==> src/ctrl_settings.svh <==
`ifndef CTRL_SETTINGS_SVH
`define CTRL_SETTINGS_SVH

`default_nettype none

// Instruction word and field layout
`define INSTR_W 32
`define OPCODE_W 6
`define FUNCT_W 6
`define OPCODE_LSB 26
`define FUNCT_LSB 0

// Control-side widths
`define ALUCTL_W 5
`define BYTEEN_W 4
`define STATE_W 3
`define EXECLEN_W 2

`default_nettype wire

`endif

==> src/isaPkg.sv <==
`include "ctrl_settings.svh"
`default_nettype none

package isaPkg;

  // Supported opcodes
  typedef enum logic [`OPCODE_W-1:0] {
    R_TYPE = 6'b000000,
    J      = 6'b000010,
    JAL    = 6'b000011,
    BEQ    = 6'b000100,
    BNE    = 6'b000101,
    BLEZ   = 6'b000110,
    BGTZ   = 6'b000111,
    ADDIU  = 6'b001001,
    SLTI   = 6'b001010,
    ANDI   = 6'b001100,
    ORI    = 6'b001101,
    XORI   = 6'b001110,
    LUI    = 6'b001111,
    LB     = 6'b100000,
    LH     = 6'b100001,
    LW     = 6'b100011,
    LBU    = 6'b100100,
    LHU    = 6'b100101,
    SW     = 6'b101011
  } opcode_t;

  // R-type funct codes
  typedef enum logic [`FUNCT_W-1:0] {
    JR   = 6'b001000,
    ADDU = 6'b100001,
    AND  = 6'b100100,
    OR   = 6'b100101
  } funct_t;

  typedef enum logic [3:0] {
    ALU_REG,
    ALU_IMM,
    LUI_IMM,
    LOAD,
    STORE,
    BRANCH,
    JUMP,
    JUMP_LINK,
    JUMP_REG,
    NOP_ILLEGAL
  } instrClass_t;

  typedef enum logic [2:0] {
    COND_EQ,
    COND_NE,
    COND_GTZ,
    COND_LEZ,
    COND_ALWAYS,
    COND_NEVER
  } branchCond_t;

  typedef enum logic [2:0] {
    WORD,
    HALF_S,
    HALF_U,
    BYTE_S,
    BYTE_U
  } loadKind_t;

  // Execute steps of one instruction, 1 to 3
  typedef logic [`EXECLEN_W-1:0] execLen_t;

endpackage

`default_nettype wire

==> src/ctrlPkg.sv <==
`include "ctrl_settings.svh"
`default_nettype none

package ctrlPkg;

  typedef enum logic [`STATE_W-1:0] {
    FETCH  = 3'b000,
    DECODE = 3'b001,
    EXEC_1 = 3'b010,
    EXEC_2 = 3'b011,
    EXEC_3 = 3'b100,
    HALTED = 3'b101,
    STALL  = 3'b110
  } state_t;

  // ALU control codes understood by the datapath ALU
  typedef enum logic [`ALUCTL_W-1:0] {
    OP_AND       = 5'd0,
    OP_OR        = 5'd1,
    OP_ADD       = 5'd2,
    OP_XOR       = 5'd3,
    OP_SLT       = 5'd7,
    OP_EQ        = 5'd10,
    OP_PASS_B    = 5'd11,
    OP_BR_TARGET = 5'd13,
    OP_PASS_A    = 5'd14,
    OP_FUNCT     = 5'd15,
    OP_LEZ       = 5'd16,
    OP_JUMP      = 5'd17,
    OP_LUI       = 5'd20
  } aluOp_t;

  typedef enum logic [1:0] {
    SRCB_REG        = 2'b00,
    SRCB_FOUR       = 2'b01,
    SRCB_IMM        = 2'b10,
    SRCB_BRANCH_OFS = 2'b11
  } srcB_t;

  // Load data extension applied by the memory path
  typedef enum logic [1:0] {
    EXT_NONE   = 2'b00,
    EXT_BYTE_S = 2'b10,
    EXT_HALF_S = 2'b11
  } memExt_t;

  localparam logic [`BYTEEN_W-1:0] BE_WORD = 4'b1111;
  localparam logic [`BYTEEN_W-1:0] BE_HALF = 4'b0011;
  localparam logic [`BYTEEN_W-1:0] BE_BYTE = 4'b0001;

endpackage

`default_nettype wire

==> src/instrDecode.sv <==
`timescale 1ns/1ps
`include "ctrl_settings.svh"
`default_nettype none

module instrDecode (
  input  wire logic [`INSTR_W-1:0] instr,
  output isaPkg::instrClass_t      instrClass,
  output ctrlPkg::aluOp_t          aluOp,
  output isaPkg::branchCond_t      branchCond,
  output isaPkg::loadKind_t        loadKind,
  output isaPkg::execLen_t         execLen,
  output logic                     zeroExtImm,
  output logic                     isLink
);

  logic [`OPCODE_W-1:0] opcode;
  logic [`FUNCT_W-1:0]  funct;

  assign opcode = instr[`OPCODE_LSB +: `OPCODE_W];
  assign funct  = instr[`FUNCT_LSB +: `FUNCT_W];

  // Class, ALU operation and branch rule
  always_comb begin
    instrClass = isaPkg::NOP_ILLEGAL;
    aluOp      = ctrlPkg::OP_ADD;
    branchCond = isaPkg::COND_NEVER;
    case (opcode)
      isaPkg::R_TYPE: begin
        if (funct == isaPkg::JR) begin
          instrClass = isaPkg::JUMP_REG;
          aluOp      = ctrlPkg::OP_PASS_A;
          branchCond = isaPkg::COND_ALWAYS;
        end else begin
          instrClass = isaPkg::ALU_REG;
          aluOp      = ctrlPkg::OP_FUNCT;
        end
      end
      isaPkg::ADDIU: instrClass = isaPkg::ALU_IMM;
      isaPkg::ANDI: begin
        instrClass = isaPkg::ALU_IMM;
        aluOp      = ctrlPkg::OP_AND;
      end
      isaPkg::ORI: begin
        instrClass = isaPkg::ALU_IMM;
        aluOp      = ctrlPkg::OP_OR;
      end
      isaPkg::XORI: begin
        instrClass = isaPkg::ALU_IMM;
        aluOp      = ctrlPkg::OP_XOR;
      end
      isaPkg::SLTI: begin
        instrClass = isaPkg::ALU_IMM;
        aluOp      = ctrlPkg::OP_SLT;
      end
      isaPkg::LUI: begin
        instrClass = isaPkg::LUI_IMM;
        aluOp      = ctrlPkg::OP_LUI;
      end
      // Address is base plus offset
      isaPkg::LW, isaPkg::LH, isaPkg::LHU, isaPkg::LB, isaPkg::LBU:
        instrClass = isaPkg::LOAD;
      isaPkg::SW: instrClass = isaPkg::STORE;
      isaPkg::BEQ, isaPkg::BNE: begin
        instrClass = isaPkg::BRANCH;
        aluOp      = ctrlPkg::OP_EQ;
        branchCond = (opcode == isaPkg::BEQ) ? isaPkg::COND_EQ : isaPkg::COND_NE;
      end
      isaPkg::BGTZ, isaPkg::BLEZ: begin
        instrClass = isaPkg::BRANCH;
        aluOp      = ctrlPkg::OP_LEZ;
        branchCond = (opcode == isaPkg::BLEZ) ? isaPkg::COND_LEZ : isaPkg::COND_GTZ;
      end
      isaPkg::J, isaPkg::JAL: begin
        instrClass = (opcode == isaPkg::JAL) ? isaPkg::JUMP_LINK : isaPkg::JUMP;
        aluOp      = ctrlPkg::OP_JUMP;
        branchCond = isaPkg::COND_ALWAYS;
      end
      default: ;
    endcase
  end

  always_comb begin
    case (opcode)
      isaPkg::LH:  loadKind = isaPkg::HALF_S;
      isaPkg::LHU: loadKind = isaPkg::HALF_U;
      isaPkg::LB:  loadKind = isaPkg::BYTE_S;
      isaPkg::LBU: loadKind = isaPkg::BYTE_U;
      default:     loadKind = isaPkg::WORD;
    endcase
  end

  // Loads need a third step for the writeback of memory data
  always_comb begin
    case (instrClass)
      isaPkg::ALU_REG, isaPkg::ALU_IMM, isaPkg::LUI_IMM,
      isaPkg::STORE, isaPkg::JUMP_LINK: execLen = 2'd2;
      isaPkg::LOAD: execLen = 2'd3;
      default:      execLen = 2'd1;
    endcase
  end

  assign zeroExtImm = opcode inside {isaPkg::ANDI, isaPkg::ORI, isaPkg::XORI};
  assign isLink     = opcode == isaPkg::JAL;

endmodule

`default_nettype wire

==> src/stateSequencer.sv <==
`timescale 1ns/1ps
`default_nettype none

module stateSequencer (
  input  wire logic             clk,
  input  wire logic             arstN,
  input  wire logic             start,
  input  wire logic             pcIs0,
  input  wire logic             stall,
  input  wire logic             waitRequest,
  input  wire isaPkg::execLen_t execLen,
  output ctrlPkg::state_t       state,
  output logic                  lastStep,
  output logic                  active
);

  ctrlPkg::state_t  stateNext;
  isaPkg::execLen_t stepNum;
  logic             finalStep;

  // Position of the current execute step, zero outside execute
  always_comb begin
    case (state)
      ctrlPkg::EXEC_1: stepNum = 2'd1;
      ctrlPkg::EXEC_2: stepNum = 2'd2;
      ctrlPkg::EXEC_3: stepNum = 2'd3;
      default:         stepNum = 2'd0;
    endcase
  end

  assign finalStep = stepNum >= execLen;
  assign active    = state != ctrlPkg::HALTED;

  always_comb begin
    stateNext = state;
    case (state)
      ctrlPkg::HALTED: begin
        if (start) begin
          stateNext = ctrlPkg::FETCH;
        end
      end
      ctrlPkg::FETCH, ctrlPkg::STALL:
        stateNext = waitRequest ? ctrlPkg::STALL : ctrlPkg::DECODE;
      ctrlPkg::DECODE: stateNext = ctrlPkg::EXEC_1;
      ctrlPkg::EXEC_1: begin
        if (!stall) begin
          stateNext = finalStep ? ctrlPkg::FETCH : ctrlPkg::EXEC_2;
        end
      end
      ctrlPkg::EXEC_2: begin
        if (!waitRequest) begin
          stateNext = finalStep ? ctrlPkg::FETCH : ctrlPkg::EXEC_3;
        end
      end
      ctrlPkg::EXEC_3: stateNext = ctrlPkg::FETCH;
      default:         stateNext = ctrlPkg::HALTED;
    endcase
    // PC of zero ends the program
    if (pcIs0 && active) begin
      stateNext = ctrlPkg::HALTED;
    end
  end

  assign lastStep = (stepNum != 2'd0) && (stateNext == ctrlPkg::FETCH);

  always_ff @(posedge clk or negedge arstN) begin
    if (!arstN) begin
      state <= ctrlPkg::HALTED;
    end else begin
      state <= stateNext;
    end
  end

  stateLegal: assert property (@(posedge clk) disable iff (!arstN)
    state inside {ctrlPkg::FETCH, ctrlPkg::DECODE, ctrlPkg::EXEC_1, ctrlPkg::EXEC_2,
                  ctrlPkg::EXEC_3, ctrlPkg::HALTED, ctrlPkg::STALL});

  // Memory wait stretches the access step
  memWaitHolds: assert property (@(posedge clk) disable iff (!arstN)
    (state == ctrlPkg::EXEC_2) && waitRequest && !pcIs0 |=> state == ctrlPkg::EXEC_2);

endmodule

`default_nettype wire

==> src/controlGen.sv <==
`timescale 1ns/1ps
`include "ctrl_settings.svh"
`default_nettype none

module controlGen (
  input  wire ctrlPkg::state_t     state,
  input  wire isaPkg::instrClass_t instrClass,
  input  wire ctrlPkg::aluOp_t     aluOp,
  input  wire isaPkg::loadKind_t   loadKind,
  input  wire logic                zeroExtImm,
  input  wire logic                branchDelay,
  output logic                     irWrite,
  output logic                     irSel,
  output logic                     pcWrite,
  output logic                     iOrD,
  output logic                     aluSrcA,
  output ctrlPkg::srcB_t           aluSrcB,
  output ctrlPkg::aluOp_t          aluControl,
  output logic                     aluSel,
  output logic                     extSel,
  output logic                     memRead,
  output logic                     memWrite,
  output logic [`BYTEEN_W-1:0]     byteEnable,
  output ctrlPkg::memExt_t         extendedMem,
  output logic                     isJump
);

  logic [`BYTEEN_W-1:0] loadBytes;
  ctrlPkg::memExt_t     loadExt;
  logic                 jumpTarget;

  always_comb begin
    case (loadKind)
      isaPkg::HALF_S, isaPkg::HALF_U: loadBytes = ctrlPkg::BE_HALF;
      isaPkg::BYTE_S, isaPkg::BYTE_U: loadBytes = ctrlPkg::BE_BYTE;
      default:                        loadBytes = ctrlPkg::BE_WORD;
    endcase
    case (loadKind)
      isaPkg::HALF_S: loadExt = ctrlPkg::EXT_HALF_S;
      isaPkg::BYTE_S: loadExt = ctrlPkg::EXT_BYTE_S;
      default:        loadExt = ctrlPkg::EXT_NONE;
    endcase
  end

  assign jumpTarget = instrClass inside {isaPkg::JUMP, isaPkg::JUMP_LINK};

  assign irWrite  = state == ctrlPkg::DECODE;
  assign irSel    = state != ctrlPkg::DECODE;
  assign pcWrite  = state == ctrlPkg::FETCH;
  assign memRead  = (state inside {ctrlPkg::FETCH, ctrlPkg::STALL}) ||
                    (state == ctrlPkg::EXEC_2 && instrClass == isaPkg::LOAD);
  assign memWrite = state == ctrlPkg::EXEC_2 && instrClass == isaPkg::STORE;
  assign isJump   = (state == ctrlPkg::EXEC_1 && instrClass == isaPkg::JUMP) ||
                    (state == ctrlPkg::EXEC_2 && instrClass == isaPkg::JUMP_LINK);

  // Default operation is PC plus 4 straight from the ALU
  always_comb begin
    iOrD        = 1'b0;
    aluSrcA     = 1'b0;
    aluSrcB     = ctrlPkg::SRCB_FOUR;
    aluControl  = ctrlPkg::OP_ADD;
    aluSel      = 1'b0;
    extSel      = 1'b0;
    byteEnable  = ctrlPkg::BE_WORD;
    extendedMem = ctrlPkg::EXT_NONE;
    case (state)
      // Taken branch fetches from the target held in the ALU register
      ctrlPkg::FETCH: aluSel = branchDelay;
      ctrlPkg::DECODE: begin
        aluSrcB = ctrlPkg::SRCB_BRANCH_OFS;
        if (jumpTarget) begin
          extSel     = 1'b1;
          aluControl = ctrlPkg::OP_PASS_B;
        end else begin
          aluControl = ctrlPkg::OP_BR_TARGET;
        end
      end
      ctrlPkg::EXEC_1: begin
        case (instrClass)
          isaPkg::ALU_REG, isaPkg::BRANCH: begin
            aluSrcA    = 1'b1;
            aluSrcB    = ctrlPkg::SRCB_REG;
            aluControl = aluOp;
            aluSel     = instrClass == isaPkg::BRANCH;
          end
          isaPkg::ALU_IMM, isaPkg::LUI_IMM, isaPkg::LOAD, isaPkg::STORE: begin
            aluSrcA    = 1'b1;
            aluSrcB    = ctrlPkg::SRCB_IMM;
            extSel     = zeroExtImm;
            aluControl = aluOp;
          end
          isaPkg::JUMP: begin
            aluSrcB    = ctrlPkg::SRCB_BRANCH_OFS;
            extSel     = 1'b1;
            aluControl = aluOp;
          end
          isaPkg::JUMP_REG: begin
            aluSrcA    = 1'b1;
            aluControl = aluOp;
          end
          // JAL return address is PC plus 4
          default: ;
        endcase
      end
      ctrlPkg::EXEC_2: begin
        case (instrClass)
          isaPkg::ALU_REG, isaPkg::ALU_IMM, isaPkg::LUI_IMM: aluSel = 1'b1;
          isaPkg::LOAD, isaPkg::STORE: begin
            iOrD   = 1'b1;
            aluSel = 1'b1;
            if (instrClass == isaPkg::LOAD) begin
              byteEnable  = loadBytes;
              extendedMem = loadExt;
            end
          end
          isaPkg::JUMP_LINK: begin
            aluSrcB    = ctrlPkg::SRCB_BRANCH_OFS;
            extSel     = 1'b1;
            aluControl = aluOp;
          end
          default: ;
        endcase
      end
      ctrlPkg::EXEC_3: begin
        if (instrClass == isaPkg::LOAD) begin
          byteEnable  = loadBytes;
          extendedMem = loadExt;
        end
      end
      default: ;
    endcase
  end

  always_comb begin
    memExclusive: assert final (!(memRead && memWrite));
  end

endmodule

`default_nettype wire

==> src/writebackCtrl.sv <==
`timescale 1ns/1ps
`default_nettype none

module writebackCtrl (
  input  wire ctrlPkg::state_t     state,
  input  wire isaPkg::instrClass_t instrClass,
  input  wire logic                isLink,
  input  wire logic                lastStep,
  output logic                     regWrite,
  output logic                     regDst,
  output logic                     memToReg,
  output logic                     link
);

  logic writesResult;

  assign writesResult = instrClass inside {isaPkg::ALU_REG, isaPkg::ALU_IMM,
                                           isaPkg::LUI_IMM, isaPkg::LOAD};

  // JAL stores the return address in its first step
  assign link     = isLink && (state == ctrlPkg::EXEC_1);
  assign regWrite = (lastStep && writesResult) || link;

  // rd for R-type, rt otherwise
  assign regDst   = instrClass == isaPkg::ALU_REG;
  assign memToReg = instrClass != isaPkg::LOAD;

  always_comb begin
    writeInExec: assert final (!regWrite ||
      (state inside {ctrlPkg::EXEC_1, ctrlPkg::EXEC_2, ctrlPkg::EXEC_3}));
  end

endmodule

`default_nettype wire

==> src/branchResolve.sv <==
`timescale 1ns/1ps
`default_nettype none

module branchResolve (
  input  wire logic                clk,
  input  wire logic                arstN,
  input  wire isaPkg::branchCond_t branchCond,
  input  wire logic                outLsb,
  input  wire logic                lastStep,
  input  wire ctrlPkg::state_t     state,
  output logic                     branchDelay,
  output logic                     pcSrc
);

  logic taken;

  // outLsb is the compare result of the ALU
  always_comb begin
    case (branchCond)
      isaPkg::COND_EQ:     taken = outLsb;
      isaPkg::COND_NE:     taken = !outLsb;
      isaPkg::COND_GTZ:    taken = !outLsb;
      isaPkg::COND_LEZ:    taken = outLsb;
      isaPkg::COND_ALWAYS: taken = 1'b1;
      default:             taken = 1'b0;
    endcase
  end

  always_ff @(posedge clk or negedge arstN) begin
    if (!arstN) begin
      branchDelay <= 1'b0;
    end else if (lastStep) begin
      branchDelay <= taken;
    end
  end

  assign pcSrc = branchDelay && (state == ctrlPkg::FETCH);

endmodule

`default_nettype wire

==> src/mipsControl.sv <==
`timescale 1ns/1ps
`include "ctrl_settings.svh"
`default_nettype none

module mipsControl (
  input  wire logic                clk,
  input  wire logic                arstN,
  input  wire logic [`INSTR_W-1:0] instr,
  input  wire logic                start,
  input  wire logic                pcIs0,
  input  wire logic                stall,
  input  wire logic                waitRequest,
  input  wire logic                outLsb,
  output logic                     irWrite,
  output logic                     irSel,
  output logic                     pcWrite,
  output logic                     iOrD,
  output logic                     aluSrcA,
  output ctrlPkg::srcB_t           aluSrcB,
  output ctrlPkg::aluOp_t          aluControl,
  output logic                     aluSel,
  output logic                     extSel,
  output logic                     memRead,
  output logic                     memWrite,
  output logic [`BYTEEN_W-1:0]     byteEnable,
  output ctrlPkg::memExt_t         extendedMem,
  output logic                     isJump,
  output logic                     regWrite,
  output logic                     regDst,
  output logic                     memToReg,
  output logic                     link,
  output logic                     branchDelay,
  output logic                     pcSrc,
  output ctrlPkg::state_t          state,
  output logic                     active
);

  // Decoded attributes of the held instruction
  isaPkg::instrClass_t instrClass;
  ctrlPkg::aluOp_t     aluOp;
  isaPkg::branchCond_t branchCond;
  isaPkg::loadKind_t   loadKind;
  isaPkg::execLen_t    execLen;
  logic                zeroExtImm;
  logic                isLink;
  logic                lastStep;

  instrDecode DECODE_U (
    .instr, .instrClass, .aluOp, .branchCond,
    .loadKind, .execLen, .zeroExtImm, .isLink
  );

  stateSequencer SEQ_U (
    .clk, .arstN, .start, .pcIs0, .stall, .waitRequest,
    .execLen, .state, .lastStep, .active
  );

  controlGen EXEC_U (
    .state, .instrClass, .aluOp, .loadKind, .zeroExtImm, .branchDelay,
    .irWrite, .irSel, .pcWrite, .iOrD, .aluSrcA, .aluSrcB, .aluControl,
    .aluSel, .extSel, .memRead, .memWrite, .byteEnable, .extendedMem, .isJump
  );

  writebackCtrl RESULT_U (
    .state, .instrClass, .isLink, .lastStep,
    .regWrite, .regDst, .memToReg, .link
  );

  branchResolve BRANCH_U (
    .clk, .arstN, .branchCond, .outLsb, .lastStep, .state,
    .branchDelay, .pcSrc
  );

endmodule

`default_nettype wire

==> config.mk <==
export PLATFORM = sky130hd
export DESIGN_NAME = mipsControl
export DESIGN_NICKNAME = d
export VERILOG_FILES = /design/src/isaPkg.sv /design/src/ctrlPkg.sv /design/src/instrDecode.sv /design/src/stateSequencer.sv /design/src/controlGen.sv /design/src/writebackCtrl.sv /design/src/branchResolve.sv /design/src/mipsControl.sv
export VERILOG_INCLUDE_DIRS = /design/src /design/src/src
export SDC_FILE = /design/constraint.sdc
export NUM_CORES = 1
export LEC_CHECK = 0
export ABC_AREA = 0
export CORE_MARGIN = 2
export CORE_UTILIZATION = 57
export CTS_CLUSTER_DIAMETER = 200
export DETAILED_ROUTE_END_ITERATION = 8
export DONT_BUFFER_PORTS = 1
export PLACE_DENSITY_LB_ADDON = 0.08
export SETUP_SLACK_MARGIN = 0.02
export SLEW_MARGIN = 20
export SYNTH_ARGS = -nofsm -noshare
export SYNTH_HDL_FRONTEND = slang
export SYNTH_HIERARCHICAL = 1
export SYNTH_SLANG_ARGS = --single-unit
export TNS_END_PERCENT = 50
==> constraint.sdc <==
create_clock -name clk -period 5.2 [get_ports clk]
set_clock_uncertainty 0.15 [all_clocks]
set_input_delay 1.04 -clock clk [delete_from_list [all_inputs] [get_ports clk]]
set_output_delay 1.04 -clock clk [all_outputs]
set_load 0.01 [all_outputs]
# == Yosys cells after proc, flatten, opt, wreduce, memory -nomap -nowiden ==
# Index checks and enable logic that the tools add are counted.
# word_totals
regBits,4
in_bits,39
out_inout_bits,33
# op_classes
n_lt_le_gt_ge,1
eq_ne,44
mux,47
reduce_logical,41
# ops
op,count
5-bit one-hot mux with 9 select lines,1
6-bit by 4-bit equality test with 1-bit output (second input constant),7
6-bit equality test (second input constant),6
4-bit one-hot mux with 7 select lines,1
6-bit by 3-bit equality test with 1-bit output (second input constant),4
3-bit one-hot mux with 4 select lines,2
3-bit two-way mux,7
2-bit OR reduction,10
5-bit OR reduction,4
3-bit by 2-bit equality test with 1-bit output (second input constant),6
2-bit one-hot mux with 3 select lines,3
3-bit one-hot mux with 6 select lines,1
4-bit by 3-bit equality test with 1-bit output (second input constant),4
4-bit one-hot mux with 2 select lines,2
3-bit equality test (second input constant),5
5-bit one-hot mux with 3 select lines,1
1-bit two-way mux,13
6-bit by 2-bit equality test with 1-bit output (second input constant),2
4-bit two-way mux,3
2-bit one-hot mux with 2 select lines,3
5-bit two-way mux,2
3-bit by 1-bit equality test with 1-bit output (second input constant),3
1-bit logical AND,9
3-bit zero test,3
20 further kinds,31

# == Depth between registers and ports, before layout ==
# Gate-level depths: netlist of run 1.
# depth
depth_word,15
depth_mapped,12
mapped_depth_nobuf,11

# == By module ==
# Netlist of run 1, hierarchy kept.
# by_module_without_submodules
mod,n_inst,cells_per_inst,area_per_inst_um2
controlGen,1,84,550.5
instrDecode,1,79,470.5
stateSequencer,1,49,382.9
branchResolve,1,10,91.3
writebackCtrl,1,5,35.0

# == Least setup slack after synthesis of run 1 ==
# Ideal clock, no wire load.
# synth_timing
path_type,input to output
from,input port instr[26]
to,output port regWrite
arrival_ns,2.876
path_slack_ns,1.134
cell_stages,11
n_path_buf,1
path_cell_list,buf_2 nor3b_1 a32oi_2 o2111ai_2 a21oi_2 inv_1 ha_1 a21oi_1 a211o_1 a21oi_2 a21o_1
# synth_between
elab_chain_len,15
# synth_rtl
item,line,rtl
"start, declared",mipsControl.sv:8,"input wire logic [`INSTR_W-1:0] instr,"
"6-bit equality test, or another cell as far along",instrDecode.sv:27,case (opcode)
"5-bit OR reduction, or another cell as far along",instrDecode.sv:27,
4-bit one-hot mux with 7 select lines *,instrDecode.sv:27,
named net instrClass[3],mipsControl.sv:39,isaPkg::instrClass_t instrClass;
"4-bit by 1-bit equality test with 1-bit output, or another cell as far along",instrDecode.sv:94,case (instrClass)
5-bit OR reduction,instrDecode.sv:94,
2-bit one-hot mux with 2 select lines *,instrDecode.sv:94,
named net execLen[1],mipsControl.sv:43,isaPkg::execLen_t execLen;
[2 not listed],-,
3-bit two-way mux (on tied branches),"stateSequencer.sv:46, stateSequencer.sv:51",
3-bit one-hot mux with 6 select lines *,stateSequencer.sv:36,case (state)
3-bit two-way mux *,stateSequencer.sv:59,if (pcIs0 && active) begin
3-bit zero test *,stateSequencer.sv:64,assign lastStep = (stepNum != 2'd0) && (stateNext == ctrlPkg::FETCH);
1-bit logical AND *,stateSequencer.sv:64,
named net lastStep,mipsControl.sv:46,logic lastStep;
1-bit logical AND *,writebackCtrl.sv:22,assign regWrite = (lastStep && writesResult) || link;
1-bit logical OR *,writebackCtrl.sv:22,
"end, declared",mipsControl.sv:28,"output logic regWrite,"
# The timed path passes the listed nets; every way through them passes the cells marked *.

# == Worst setup path after layout of run 1 ==
# layout_timing
from,input port instr[26]
to,output port aluControl[4]
# layout_between
elab_chain_len,7
# layout_rtl
item,line,rtl
"6-bit equality test, or another cell as far along",instrDecode.sv:27,
"5-bit OR reduction, or another cell as far along",instrDecode.sv:27,
4-bit one-hot mux with 7 select lines *,instrDecode.sv:27,
named net instrClass[2],mipsControl.sv:39,
"4-bit by 1-bit equality test with 1-bit output, or another cell as far along",controlGen.sv:79,case (instrClass)
8-bit OR reduction (no line),-,
5-bit two-way mux,controlGen.sv:79,
5-bit one-hot mux with 3 select lines *,controlGen.sv:66,case (state)
"end, declared",mipsControl.sv:20,"output ctrlPkg::aluOp_t aluControl,"
# Marks and branches as above.

==> results of run 1 <==
-- cell families (layout without fill, tap and decap cells) --
| family | after synthesis | in the layout | synth area share, % |
|---|---|---|---|
| mux | 3 | 3 | 2.289 |
| other cells | 1 | 1 | 0.2451 |
| buf+inv | 29 | 13 | 11.12 |
| simple gates | 116 | 116 | 43.83 |
| compound gates | 70 | 70 | 33.03 |
| flops | 4 | 4 | 6.705 |
| fa+ha+maj | 2 | 2 | 1.635 |
| xor+xnor | 2 | 2 | 1.145 |
-- critical path, stage by stage --
cell	delay, ns
sky130_fd_sc_hd__and2_1	0.24
sky130_fd_sc_hd__nand3_1	0.13
sky130_fd_sc_hd__o32a_1	0.19
sky130_fd_sc_hd__nor2_1	0.61
sky130_fd_sc_hd__and3b_1	0.43
sky130_fd_sc_hd__nand2_2	0.10
sky130_fd_sc_hd__a2111oi_2	0.46
-- registers in the layout, summed over array words and instances (netlist names) --
signal	count
BRANCH_U/branchDelay	1
SEQ_U/state	3
-- synth_stat cells, types with 2 or more instances --
| library cell | number |
|---|---|
| sky130_fd_sc_hd__dfstp_2 | 2 |
| sky130_fd_sc_hd__a41oi_1 | 2 |
| sky130_fd_sc_hd__o32a_1 | 2 |
| sky130_fd_sc_hd__inv_2 | 2 |
| sky130_fd_sc_hd__or3_1 | 2 |
| sky130_fd_sc_hd__nor4_1 | 3 |
| sky130_fd_sc_hd__nand2b_1 | 9 |
| sky130_fd_sc_hd__inv_1 | 8 |
| sky130_fd_sc_hd__nor4b_1 | 2 |
| sky130_fd_sc_hd__nor2_1 | 25 |
| sky130_fd_sc_hd__o21a_1 | 2 |
| sky130_fd_sc_hd__buf_6 | 3 |
| sky130_fd_sc_hd__a21oi_2 | 2 |
| sky130_fd_sc_hd__xnor2_1 | 2 |
| sky130_fd_sc_hd__nand3b_1 | 5 |
| sky130_fd_sc_hd__o211ai_1 | 3 |
| sky130_fd_sc_hd__and3b_1 | 3 |
| sky130_fd_sc_hd__a21o_1 | 6 |
| sky130_fd_sc_hd__and2_1 | 5 |
| sky130_fd_sc_hd__o21ai_0 | 16 |
| sky130_fd_sc_hd__nand3_1 | 6 |
| sky130_fd_sc_hd__nor3_1 | 7 |
| sky130_fd_sc_hd__buf_2 | 7 |
| sky130_fd_sc_hd__a21oi_1 | 11 |
| sky130_fd_sc_hd__nor3b_1 | 4 |
| sky130_fd_sc_hd__dfrtp_1 | 2 |
| sky130_fd_sc_hd__a211oi_1 | 3 |
| sky130_fd_sc_hd__a22oi_1 | 2 |
| sky130_fd_sc_hd__mux2i_1 | 2 |
| sky130_fd_sc_hd__ha_1 | 2 |
| sky130_fd_sc_hd__nand2_1 | 23 |
| sky130_fd_sc_hd__a32oi_1 | 3 |
| sky130_fd_sc_hd__or2_1 | 2 |
| sky130_fd_sc_hd__o22ai_1 | 3 |
| sky130_fd_sc_hd__nor4b_2 | 2 |
| sky130_fd_sc_hd__nor2b_1 | 6 |
| sky130_fd_sc_hd__o21ai_1 | 3 |
| sky130_fd_sc_hd__buf_4 | 8 |
| sky130_fd_sc_hd__and2b_1 | 2 |
-- path summary, 6_finish.rpt --
kind	start	slack, ns	end
min in group clk	BRANCH_U/branchDelay$_DFFE_PN0P_	0.55	BRANCH_U/branchDelay$_DFFE_PN0P_
worst min-delay path	arstN	0.36	BRANCH_U/branchDelay$_DFFE_PN0P_
worst min register to register	BRANCH_U/branchDelay$_DFFE_PN0P_	0.55	BRANCH_U/branchDelay$_DFFE_PN0P_
max in group asynchronous	arstN	4.37	SEQ_U/state[0]$_DFF_PN1_
worst max register to register	SEQ_U/state[1]$_DFF_PN0_	2.58	BRANCH_U/branchDelay$_DFFE_PN0P_
worst max-delay path	instr[26]	0.80	aluControl[4]
-- power groups by stage --
stage          combinational [W]  clock [W]  sequential (W)
2_1_floorplan           0.000345          0       0.0000861
3_3_place_gp            0.000299          0        0.000148
3_5_place_dp            0.000311          0        0.000151
4_1_cts                 0.000311  0.0000372        0.000151
5_1_grt                 0.000344  0.0000412        0.000163
6_report                0.000311  0.0000359        0.000154
-- area by class of cell --
class                   instances  area [um^2]  area share (%)
clock buffers                   3        22.52           1.545
inverters                      10        37.54           2.575
multi-input cells             194         1257           86.27
flip-flops and latches          4        102.6           7.039
well taps                      30        37.54           2.575
-- per-stage QoR --
| step | hold slack, ns | cells | power, W | util [%] |
|---|---|---|---|---|
| 6_report | 0.3589 | 241 | 0.0005000 | 58.31 |
| 5_1_grt | 0.3404 | 241 | 0.0005477 | 58.31 |
| 4_1_cts | 0.3525 | 241 | 0.0004997 | 58.31 |
| 3_5_place_dp | 0.5441 | 238 | 0.0004613 | 57.41 |
| 3_3_place_gp | 0.5379 | 238 | 0.0004469 | 57.41 |
| 2_1_floorplan | 0.4822 | 227 | 0.0004314 | - |
-- layer usage --
layer | GRT usage (%) | wire (um)
met4 | 7.143 | 42
met2 | 38.61 | 1800
met5 | 0 | 0
met3 | 4.651 | 370
met1 | 33.00 | 1597
==> impl.org, run 1 <==
** Outcome
- The flow ran to the end, and the final reports show no timing, DRC or antenna violations.

** Synth
- Number of synthesized register bits :: 4
- In this run, synthesis inferred 0 flip-flops with an integrated enable.
- The most used flip-flop cell after synthesis is sky130_fd_sc_hd__dfstp_2.
- For this run, the number of Yosys warnings is 6.
- Syn nets :: 268
- Sequential elements use 6.705% of the synthesized area.
- Share of the synthesized area in the top cell type :: 6.132%
- The synthesized design spends more area on one cell type than any other, namely sky130_fd_sc_hd__nor2_1.
- Each instance of the synthesized netlist takes up on average 6.741 um^2.
- The synthesized netlist occupies a cell area of 0.001530 mm^2.
- In the post-synthesis netlist, the biggest area contributors are sky130_fd_sc_hd__nor2_1 6.1%, sky130_fd_sc_hd__nand2_1 5.6%, sky130_fd_sc_hd__o21ai_0 5.2%.
- Count of different cell masters after synthesis :: 64
- For this run, asynchronously set or reset flops after synthesis account for 100.0%.
- After technology mapping, the gate count stands at 227.

** Power and ir drop
- Leak Pwr :: 0.4893 nW
- In this run, the clock network consumes 7.2% of the power.
- Sequential share of power :: 30.7%
- Portion of total power attributed to combinational logic :: 62.1%
- Of the total power, the share spent switching nets is 56.60%.
- Internal Pwr Total :: 0.0002170 W
- Reported net switching power :: 0.0002830 W
- The worst-case IR drop observed on VDD is 346.8 uV.
- Power spread over the standard cell area amounts to 343.0 mW/mm^2.

** Floorplanning
- Initial cell density of the core :: 61.21%
- Chip Height :: 55.82 um
- Floorplan Core Area :: 0.002500 mm^2
- Top-level port count :: 72
- After floorplanning, the core was divided into 18 placement rows.
- The floorplan step defined a die boundary enclosing 0.003115 mm^2.
- In this run the horizontal extent of the chip is 55.82 um.

** Timing
- Final hold vios :: 0
- Final-report setup violation count :: 0
- Highest achievable clock rate :: 227.4 MHz
- Setup slack closes at 0.8015 ns.
- For the final routed database, the setup TNS stands at 0 ns.
- Measured against its own limit, the worst slew margin works out to 39.60%.
- At the pin with the least slew margin, the transition time is 0.8934 ns.
- Of the available clock period, the critical path in the final layout requires 84.59%.
- The total count of max-transition violations in the final report was 0.
- Minimum clock period after layout :: 4.398 ns
- Setup repair after global routing left no endpoint under its margin.

** Detailed routing
- After detailed routing, the average wire length per cell comes to 15.81 um.
- Drc violations :: 0
- The first TritonRoute pass finished after 5 iterations.
- DRC violation total after the first TritonRoute iteration :: 65
- After detailed routing, the number of vias per cell comes to 6.672.
- For this block, the via count after detailed routing is 1608.
- Post-detailed-routing wire length :: 3.811 mm
- Residual antenna-violating net count after detailed routing :: 0

** Clocking
- Clock-pin slew was measured on the worst setup and hold paths at 0.03 ns.
- TritonCTS built the clock tree.
- The tree is rooted in a sky130_fd_sc_hd__clkbuf_4.
- Clock latency on the worst-skew pair :: 0.23 ns
- The number of clock buffers added by TritonCTS is 3.
- No sink is reached through more buffers than the 2 on the longest clock path.
- In this run, post-CTS hold repair placed 0 buffers.
- Count of clock tree sinks :: 4
- After clock tree synthesis, the repair step resized 0 gates.
- H-Tree Depth :: 1
- Post-CTS Repair Setup Buffers :: 0

** Global routing
- Gr ovfl total :: 0
- Number of antenna violations at the first check in global routing :: 0
- GRT Total Usage :: 24.17%
- Global-route wire length before repair :: 6.348 mm
- Number of global-route vias before repair :: 1376
- Entering global routing, the biggest net connects 30 pins.

** Final layout
- Number of nets in the layout :: 254
- Fraction of final layout cells sized beyond drive strength 1 :: 10.90%
- Design area :: 0.001458 mm^2
- Antenna fix cells :: 0
- The filler cells instantiated in the layout total 245.
- The library cell used most frequently in the layout, excluding fill and tap cells, is sky130_fd_sc_hd__nor2_1.
- Most frequent cells in the layout :: 25 x sky130_fd_sc_hd__nor2_1, 23 x sky130_fd_sc_hd__nand2_1, 16 x sky130_fd_sc_hd__o21ai_0
- Compared with the post-synthesis result, the final layout area differs by -4.742%.

** Setup path
- STA classifies the critical path startpoint as an input port.
- Data arrival, critical path :: 3.21 ns
- Critical path peak fanout :: 14
- CP Data Required Time :: 4.01 ns
- Number of cell instances on the worst register-to-register path :: 9
- Kind of end point of the critical path :: primary output
- Crit Path Class :: input port to primary output

** Flow run
- The tool flagged a number of max-cap violations equal to 0.

** Placed design
- RePlAce Congestion :: 0.9089
- At the placement stage, the worst setup path has a slack of 0.8011 ns.
- Placed Instance Area :: 0.001435 mm^2
- Summed over all nets, the half-perimeter wirelength after detailed placement is 2.842 mm.
- Port buffering added 0 buffers.

** Min path
- The worst hold path belongs to the class input port to asynchronous set/reset pin.
No activity file was read; power rests on OpenSTA's default activity.
==> run 2, diff against run 1 <==
==> constraint.sdc (replaced) <==
create_clock -name clk -period 4.4 [get_ports clk]
set_clock_uncertainty 0.15 [all_clocks]
set_input_delay 0.88 -clock clk [delete_from_list [all_inputs] [get_ports clk]]
set_output_delay 0.88 -clock clk [all_outputs]
set_load 0.01 [all_outputs]
==> impl.org, run 2 (synthesized netlist as in run 1, its figures left out) <==
** Outcome
- Run status: completed (unchanged).

** Placed design
- Post-place setup slack :: 0.4594 ns (was 0.8011 ns)
- The number of input and output port buffers inserted is 0 (unchanged).
- Detailed Place HPWL :: 2.833 mm (was 2.842 mm)
- The placer congestion estimate was 0.9088 (was 0.9089).

** Power and ir drop
- VDD IR-drop max :: 462.5 uV (was 346.8 uV)
- The sequential share of power is 26.3% (was 30.7%).
- Portion of total power attributed to combinational logic :: 65.4% (was 62.1%)
- The clock group share of total power is 8.4% (was 7.2%).
- The power density over the cells came to 401.0 mW/mm^2 (was 343.0 mW/mm^2).
- The cell-internal power came to 0.0002654 W (was 0.0002170 W).
- The net switching power is 0.0003327 W (was 0.0002830 W).
- Leak Pwr :: 0.5117 nW (was 0.4893 nW)
- Switching portion of total power :: 55.62% (was 56.60%)

** Global routing
- Number of global-route vias before repair :: 1472 (was 1376)
- Gr ovfl total :: 0 (unchanged)
- GRT Total Usage :: 24.41% (was 24.17%)
- The global-route wire length before repair was 6.492 mm (was 6.348 mm).
- The largest net degree at the start of global routing came to 30 (unchanged).
- The number of antenna violations at the first check in global routing came to 0 (unchanged).

** Clocking
- The number of buffers added by the clock tree synthesis step was 3 (unchanged).
- Clock tree from TritonCTS :: built (unchanged)
- Clock latency on the worst-skew pair :: 0.24 ns (was 0.23 ns)
- Post-CTS Repair Setup Buffers :: 0 (unchanged)
- The maximum number of buffers from clock root to sink was 2 (unchanged).
- Cts hold-fix bufs :: 0 (unchanged)
- The clock transition at the registers of the reported paths is 0.04 ns (was 0.03 ns).
- The CTS root buffer is sky130_fd_sc_hd__clkbuf_4 (unchanged).
- H-Tree Depth :: 1 (unchanged)
- The post-CTS resize count came to 0 (unchanged).
- The number of clock sinks was 4 (unchanged).

** Timing
- Minimum clock period after layout :: 3.957 ns
- Final setup slack of the worst path :: 0.4434 ns (was 0.8015 ns)
- Slew Limit Headroom :: 53.95% (was 39.60%)
- Transition time of the tightest slew-check pin :: 0.6835 ns (was 0.8934 ns)
- The count of final setup violators is 0 (unchanged).
- The total negative slack for setup checks came to 0 ns (unchanged).
- The number of hold-slack violations in the final timing report is 0 (unchanged).
- The worst slack on hold paths came to 0.1831 ns (was 0.3589 ns).
- Highest achievable clock rate :: 252.7 MHz
- Setup repair after global routing missed its margin :: false (unchanged)
- Final critical-path share of the clock period :: 89.92%
- Final max-slew violation count :: 0 (unchanged)

** Final layout
- Number of flip-flops under the largest register name :: 3 (unchanged)
- Most common cell after layout, fill and taps aside :: sky130_fd_sc_hd__nor2_1 (unchanged)
- Most frequent cells in the layout :: 25 x sky130_fd_sc_hd__nor2_1, 23 x sky130_fd_sc_hd__nand2_1, 16 x sky130_fd_sc_hd__o21ai_0 (unchanged)
- Antenna fix cells :: 0 (unchanged)
- The relative area change from synthesis to final layout came to -2.535% (was -4.742%).
- Number of nets in the layout :: 258 (was 254)
- The utilization after layout was 59.66% (was 58.31%).
- The register bank with the most flops is SEQ_U/state (unchanged).
- Top Registers: SEQ_U/state x3, BRANCH_U/branchDelay x1 (unchanged).
- Fraction of final layout cells sized beyond drive strength 1 :: 12.50% (was 10.90%)

** Setup path
- CP Data Required Time :: 3.37 ns (was 4.01 ns)
- Startpoint Class :: input port (unchanged)
- Highest-delay cell along the critical path :: sky130_fd_sc_hd__o2111ai_2 (was sky130_fd_sc_hd__nor2_1)
- Data arrival, critical path :: 2.93 ns (was 3.21 ns)
- Sequence of cells on the critical path :: and2b_1 > a21o_1 > o2111ai_2 > a21oi_2 > inv_1 > ha_1 > a21oi_1 > a211o_1 > a21oi_2 > a21o_1 (was and2_1 > nand3_1 > o32a_1 > nor2_1 > and3b_1 > nand2_2 > a2111oi_2)
- The longest individual stage delay on the worst path is 0.31 ns (was 0.61 ns).
- Critical path peak fanout :: 21 (was 14)
- Top cell family by delay on the critical path :: compound AO/OA/AOI/OAI gates (was simple AND/OR/NAND/NOR gates)
- The buffering stage count on the worst path with inverters included came to 1 (was 0).
- Kind of end point of the critical path :: primary output (unchanged)
- Crit Path Class :: input port to primary output (unchanged)

** Detailed routing
- The remaining number of nets flagged by the antenna check after routing came to 0 (unchanged).
- DRC violation total after the first TritonRoute iteration :: 102 (was 65)
- The detailed-route via count is 1620 (was 1608).
- Number of vias per cell :: 6.585 (was 6.672)
- Drc violations :: 0 (unchanged)
- Post-detailed-routing wire length :: 3.715 mm (was 3.811 mm)
- Number of iterations in the first detailed-routing pass :: 4 (was 5)
- Routed wirelength normalized by instance count :: 15.10 um (was 15.81 um)

** Floorplanning
- Chip Height :: 55.82 um (unchanged)
- Initial cell density of the core :: 61.21% (unchanged)
- The standard-cell row count was 18 (unchanged).
- Top-level port count :: 72 (unchanged)
- The width of the chip came to 55.82 um (unchanged).
- The die area was 0.003115 mm^2 (unchanged).
- The area of the core is 0.002500 mm^2 (unchanged).

** Min path
- Hold WC Path Type :: input port to asynchronous set/reset pin (unchanged)

** Flow run
- The number of max-cap violations is 0 (unchanged).
-- run 2: per-stage QoR --
stage / cell area [um^2] / cells / power [W]
after CTS: 1491 / 246 / 0.0005987
final: 1491 / 246 / 0.0005981
after global placement: 1465 / 242 / 0.0005341
after detailed placement: 1465 / 242 / 0.0005477
after floorplan: 1530 / 227 / 0.0005098
after global routing: 1491 / 246 / 0.0006600
-- run 2: final timing paths --
path / startpoint / end / slack [ns] / cells past startpoint
setup / recovery: instr[28] / regWrite / 0.44 / 10
hold reg to reg: BRANCH_U/branchDelay$_DFFE_PN0P_ / BRANCH_U/branchDelay$_DFFE_PN0P_ / 0.55 / 2
max in group asynchronous: arstN / SEQ_U/state[2]$_DFF_PN1_ / 3.74 / 0
setup reg to reg: SEQ_U/state[2]$_DFF_PN1_ / BRANCH_U/branchDelay$_DFFE_PN0P_ / 1.88 / 9
hold / removal: arstN / BRANCH_U/branchDelay$_DFFE_PN0P_ / 0.18 / 0
min in group clk: BRANCH_U/branchDelay$_DFFE_PN0P_ / BRANCH_U/branchDelay$_DFFE_PN0P_ / 0.55 / 2
-- run 2: cell type report --
class                           count  area [um^2]
Tap cell                           30        37.54
Inverter                           10        37.54
Clock buffer                        4        26.28
Timing Repair Buffer                4        30.03
Sequential cell                     4        102.6
Fill cell                         248         1008
Multi-Input combinational cell    194         1257
-- run 2: worst reg2reg max path, cell delays in order (launching register included) --
cell	delay [ns]
sky130_fd_sc_hd__dfstp_2	0.87
sky130_fd_sc_hd__nand2b_4	0.11
sky130_fd_sc_hd__a21o_1	0.17
sky130_fd_sc_hd__ha_1	0.26
sky130_fd_sc_hd__nand2b_1	0.12
sky130_fd_sc_hd__a21oi_1	0.11
sky130_fd_sc_hd__a211o_1	0.25
sky130_fd_sc_hd__a21oi_2	0.19
sky130_fd_sc_hd__nor2_1	0.07
sky130_fd_sc_hd__a41oi_2	0.15
-- run 2: power by group through the flow --
stage	Clock (W)	Combinational, W	Sequential [W]
6_report	0.0000500	0.000391	0.000157
5_1_grt	0.0000525	0.000440	0.000168
4_1_cts	0.0000502	0.000393	0.000155
3_5_place_dp	0	0.000391	0.000157
3_3_place_gp	0	0.000381	0.000153
2_1_floorplan	0	0.000408	0.000102
-- run 2: metal layers --
metal | up-vias | GRT usage (%) | share of wire (%)
met1 | 740 | 33.29 | 45
met5 | - | 0 | 0
met3 | 7 | 4.186 | 8.3
met2 | 62 | 39.46 | 45
li1 | 811 | - | -
met4 | 0 | 7.143 | 1.7
==> run 3, diff against run 2 <==
==> constraint.sdc (replaced) <==
create_clock -name clk -period 4.4 [get_ports clk]
set_clock_uncertainty 0.15 [all_clocks]
set_input_delay 0 -clock clk [delete_from_list [all_inputs] [get_ports clk]]
set_output_delay 0 -clock clk [all_outputs]
set_load 0.01 [all_outputs]
==> impl.org, run 3 (synthesized netlist as in run 1, its figures left out) <==
** Final layout
- The number of nets in the layout is 263 (was 258).
- Most frequent cells in the layout :: 25 x sky130_fd_sc_hd__nor2_1, 23 x sky130_fd_sc_hd__nand2_1, 16 x sky130_fd_sc_hd__o21ai_0 (unchanged)
- The most common library cell in the layout ignoring fill and taps is sky130_fd_sc_hd__nor2_1 (unchanged).
- The number of antenna cells inserted was 0 (unchanged).
- The register bank with the most flops is SEQ_U/state (unchanged).
- Count of fill cells added during filler insertion :: 232 (was 248)
- Fraction of final layout cells sized beyond drive strength 1 :: 10.45% (was 12.50%)
- Top Registers :: SEQ_U/state x3, BRANCH_U/branchDelay x1 (unchanged)
- The relative area change from synthesis to final layout came to 1.144% (was -2.535%).
- The flip-flop count of the largest register after layout was 3 (unchanged).

** Power and ir drop
- The net switching power is 0.0003487 W (was 0.0003327 W).
- The peak supply drop is 417.0 uV (was 462.5 uV).
- The switching fraction of total power came to 55.12% (was 55.62%).
- The logic gate share of total power came to 64.1% (was 65.4%).
- The power density over the cells came to 408.8 mW/mm^2 (was 401.0 mW/mm^2).
- Sequential share of power :: 29.0% (was 26.3%)
- Clock network fraction of design power :: 6.9% (was 8.4%)
- The cell-internal power is 0.0002839 W (was 0.0002654 W).
- The cell leakage power is 0.5263 nW (was 0.5117 nW).

** Clocking
- The TritonCTS clock tree is built (unchanged).
- Worst-path clk slew :: 0.03 ns (was 0.04 ns)
- The number of clock sinks is 4 (unchanged).
- H-Tree Depth :: 1 (unchanged)
- Largest buffer count on any clock path :: 2 (unchanged)
- Post-CTS Repair Setup Buffers :: 0 (unchanged)
- The number of buffers added by the clock tree synthesis step came to 3 (unchanged).
- The latest clock arrival within the worst-skew pair came to 0.23 ns (was 0.24 ns).
- The CTS root buffer is sky130_fd_sc_hd__clkbuf_4 (unchanged).

** Detailed routing
- The remaining number of nets flagged by the antenna check after routing came to 0 (unchanged).
- The number of DRC markers after the initial detailed-route iteration is 64 (was 102).
- Number of iterations in the first detailed-routing pass :: 4 (unchanged)
- The average vias per placed instance came to 6.708 (was 6.585).
- Post-detailed-routing wire length :: 4.031 mm (was 3.715 mm)
- The detailed-route via count is 1677 (was 1620).
- The average wire per cell in the routed design was 16.12 um (was 15.10 um).
- The remaining design rule violation count came to 0 (unchanged).

** Timing
- The post-route fraction of the period consumed by the critical path came to 79.12% (was 89.92%).
- Final setup slack of the worst path :: 0.9189 ns (was 0.4434 ns)
- The total negative slack for setup checks is 0 ns (unchanged).
- Final-report setup violation count :: 0 (unchanged)
- Setup repair after global routing missed its margin: false (unchanged).
- Final max-slew violation count :: 0 (unchanged)
- Highest achievable clock rate :: 287.3 MHz (was 252.7 MHz)
- The minimum period implied by the final worst setup slack came to 3.481 ns (was 3.957 ns).
- Final hold vios :: 0 (unchanged)
- The headroom to the max-slew limit was 41.17% (was 53.95%).
- The transition time of the tightest slew-check pin is 0.8702 ns (was 0.6835 ns).

** Floorplanning
- The height of the chip came to 55.82 um (unchanged).
- The width of the chip came to 55.82 um (unchanged).
- The number of primary I/O pins came to 72 (unchanged).
- The standard-cell row count was 18 (unchanged).
- The die area is 0.003115 mm^2 (unchanged).
- The area of the core is 0.002500 mm^2 (unchanged).
- The effective utilization at floorplan was 61.21% (unchanged).

** Setup path
- The type of the worst setup path is flop to flop (was input port to primary output).
- Startpoint Class :: flop (was input port)
- Sequence of cells on the critical path :: nand2b_4 > a21o_1 > ha_1 > nand2b_1 > a211oi_1 > o21ai_0 > dlygate4sd3_1 > nand2_1 > dlygate4sd3_1 (was and2b_1 > a21o_1 > o2111ai_2 > a21oi_2 > inv_1 > ha_1 > a21oi_1 > a211o_1 > a21oi_2 > a21o_1)
- The family of cells with the greatest summed delay on the critical path is buffers and inverters (was compound AO/OA/AOI/OAI gates).
- The maximum fanout count along the critical path is 26 (was 21).
- The longest individual stage delay on the worst path came to 0.88 ns (was 0.31 ns).
- Most common cell on crit path :: sky130_fd_sc_hd__dlygate4sd3_1
- The required time reported for the critical path endpoint came to 4.41 ns (was 3.37 ns).
- The cell with the largest stage delay on the worst path was sky130_fd_sc_hd__dfrtp_1 (was sky130_fd_sc_hd__o2111ai_2).
- The element type at the critical path end was a flop (was primary output).
- Data arrival, critical path :: 3.49 ns (was 2.93 ns)
- The buffering stage count on the worst path with inverters included was 2 (was 1).

** Placed design
- The pre-CTS worst setup slack is 1.802 ns (was 0.4594 ns).
- Detailed Place HPWL :: 2.835 mm (was 2.833 mm)
- RePlAce Congestion :: 0.8911 (was 0.9088)
- Buffers on Ports :: 0 (unchanged)

** Global routing
- The aggregate global-route resource usage came to 26.03% (was 24.41%).
- The global-route wire length before repair was 6.844 mm (was 6.492 mm).
- The number of antenna violations at the first check in global routing is 0 (unchanged).
- Maximum number of pins on one net before global-route repair :: 30 (unchanged)
- Number of global-route vias before repair :: 1545 (was 1472)
- Gr ovfl total :: 0 (unchanged)

** Flow run
- The number of max-cap violations came to 0 (unchanged).

** Min path
- The type of the tightest min-delay check was input port to primary output (was input port to asynchronous set/reset pin).

** Outcome
- Run status :: completed (unchanged)
run 3: cell count changes in the layout (fill, tap and decap cells not counted), sizes merged:
cell | before | now
clkbuf | 4 | 3
buf | 4 | 0
dlygate4sd3 | 0 | 9
run 3: timing repair:
| item | CTS | global route |
|---|---|---|
| endpoints found under the hold margin | 8 | 0 |
| hold buffers | 9 | 0 |
| gates resized for setup | 0 | 0 |
run 3: final cells by class:
cell class	instances	area [um^2]	share of cell area (%)
clock buffers	3	22.52	1.455
well taps	30	37.54	2.425
repair buffers	9	90.09	5.821
inverters	10	37.54	2.425
flip-flops and latches	4	102.6	6.629
multi-input cells	194	1257	81.25
run 3: stage by stage:
| step | instance area [um^2] | utilization [%] | power [W] | instances | hold WS, ns |
|---|---|---|---|---|---|
| global route | 1548 | 61.91 | 0.0006909 | 250 | 0.05104 |
| CTS | 1548 | 61.91 | 0.0006241 | 250 | 0.04630 |
| finish | 1548 | 61.91 | 0.0006326 | 250 | 0.05217 |
| detailed placement | 1435 | 57.41 | 0.0005452 | 238 | -0.4455 |
| floorplan | 1530 | - | 0.0005098 | 227 | -0.4456 |
| global placement | 1435 | 57.41 | 0.0005275 | 238 | -0.4455 |
run 3: layer usage:
| layer | global-route usage, % | wire length (um) | part of all wire (%) | up-vias |
|---|---|---|---|---|
| met5 | 0 | 0 | 0 | - |
| met4 | 6.803 | 27 | 0.67 | 0 |
| met3 | 4.419 | 389 | 9.7 | 4 |
| met2 | 44.22 | 1919 | 48 | 78 |
| met1 | 34.08 | 1694 | 42 | 773 |
| li1 | - | - | - | 822 |
run 3: power groups by stage:
stage | logic (W) | clock network [W] | registers (W)
finish | 0.000405 | 0.0000439 | 0.000183
global route | 0.000446 | 0.0000497 | 0.000195
CTS | 0.000400 | 0.0000445 | 0.000180
detailed placement | 0.000366 | 0 | 0.000179
global placement | 0.000354 | 0 | 0.000174
floorplan | 0.000408 | 0 | 0.000102
run 3: final timing paths:
path / from / to / slack [ns] / cells past startpoint
max: SEQ_U/state[1]$_DFF_PN0_ / SEQ_U/state[0]$_DFF_PN1_ / 0.92 / 9
min: instr[29] / aluControl[4] / 0.05 / 3
max reg2reg: SEQ_U/state[1]$_DFF_PN0_ / SEQ_U/state[0]$_DFF_PN1_ / 0.92 / 9
min reg2reg: SEQ_U/state[2]$_DFF_PN1_ / SEQ_U/state[2]$_DFF_PN1_ / 0.75 / 2
max in group asynchronous: arstN / SEQ_U/state[0]$_DFF_PN1_ / 3.43 / 2
min in group asynchronous: arstN / BRANCH_U/branchDelay$_DFFE_PN0P_ / 0.43 / 2
run 3: tightest hold or removal path: cells and delay by family:
family,cells,cell delay [ns]
AOI/OAI and AO/OA,2,0.11
buffers and inverters,1,0.08
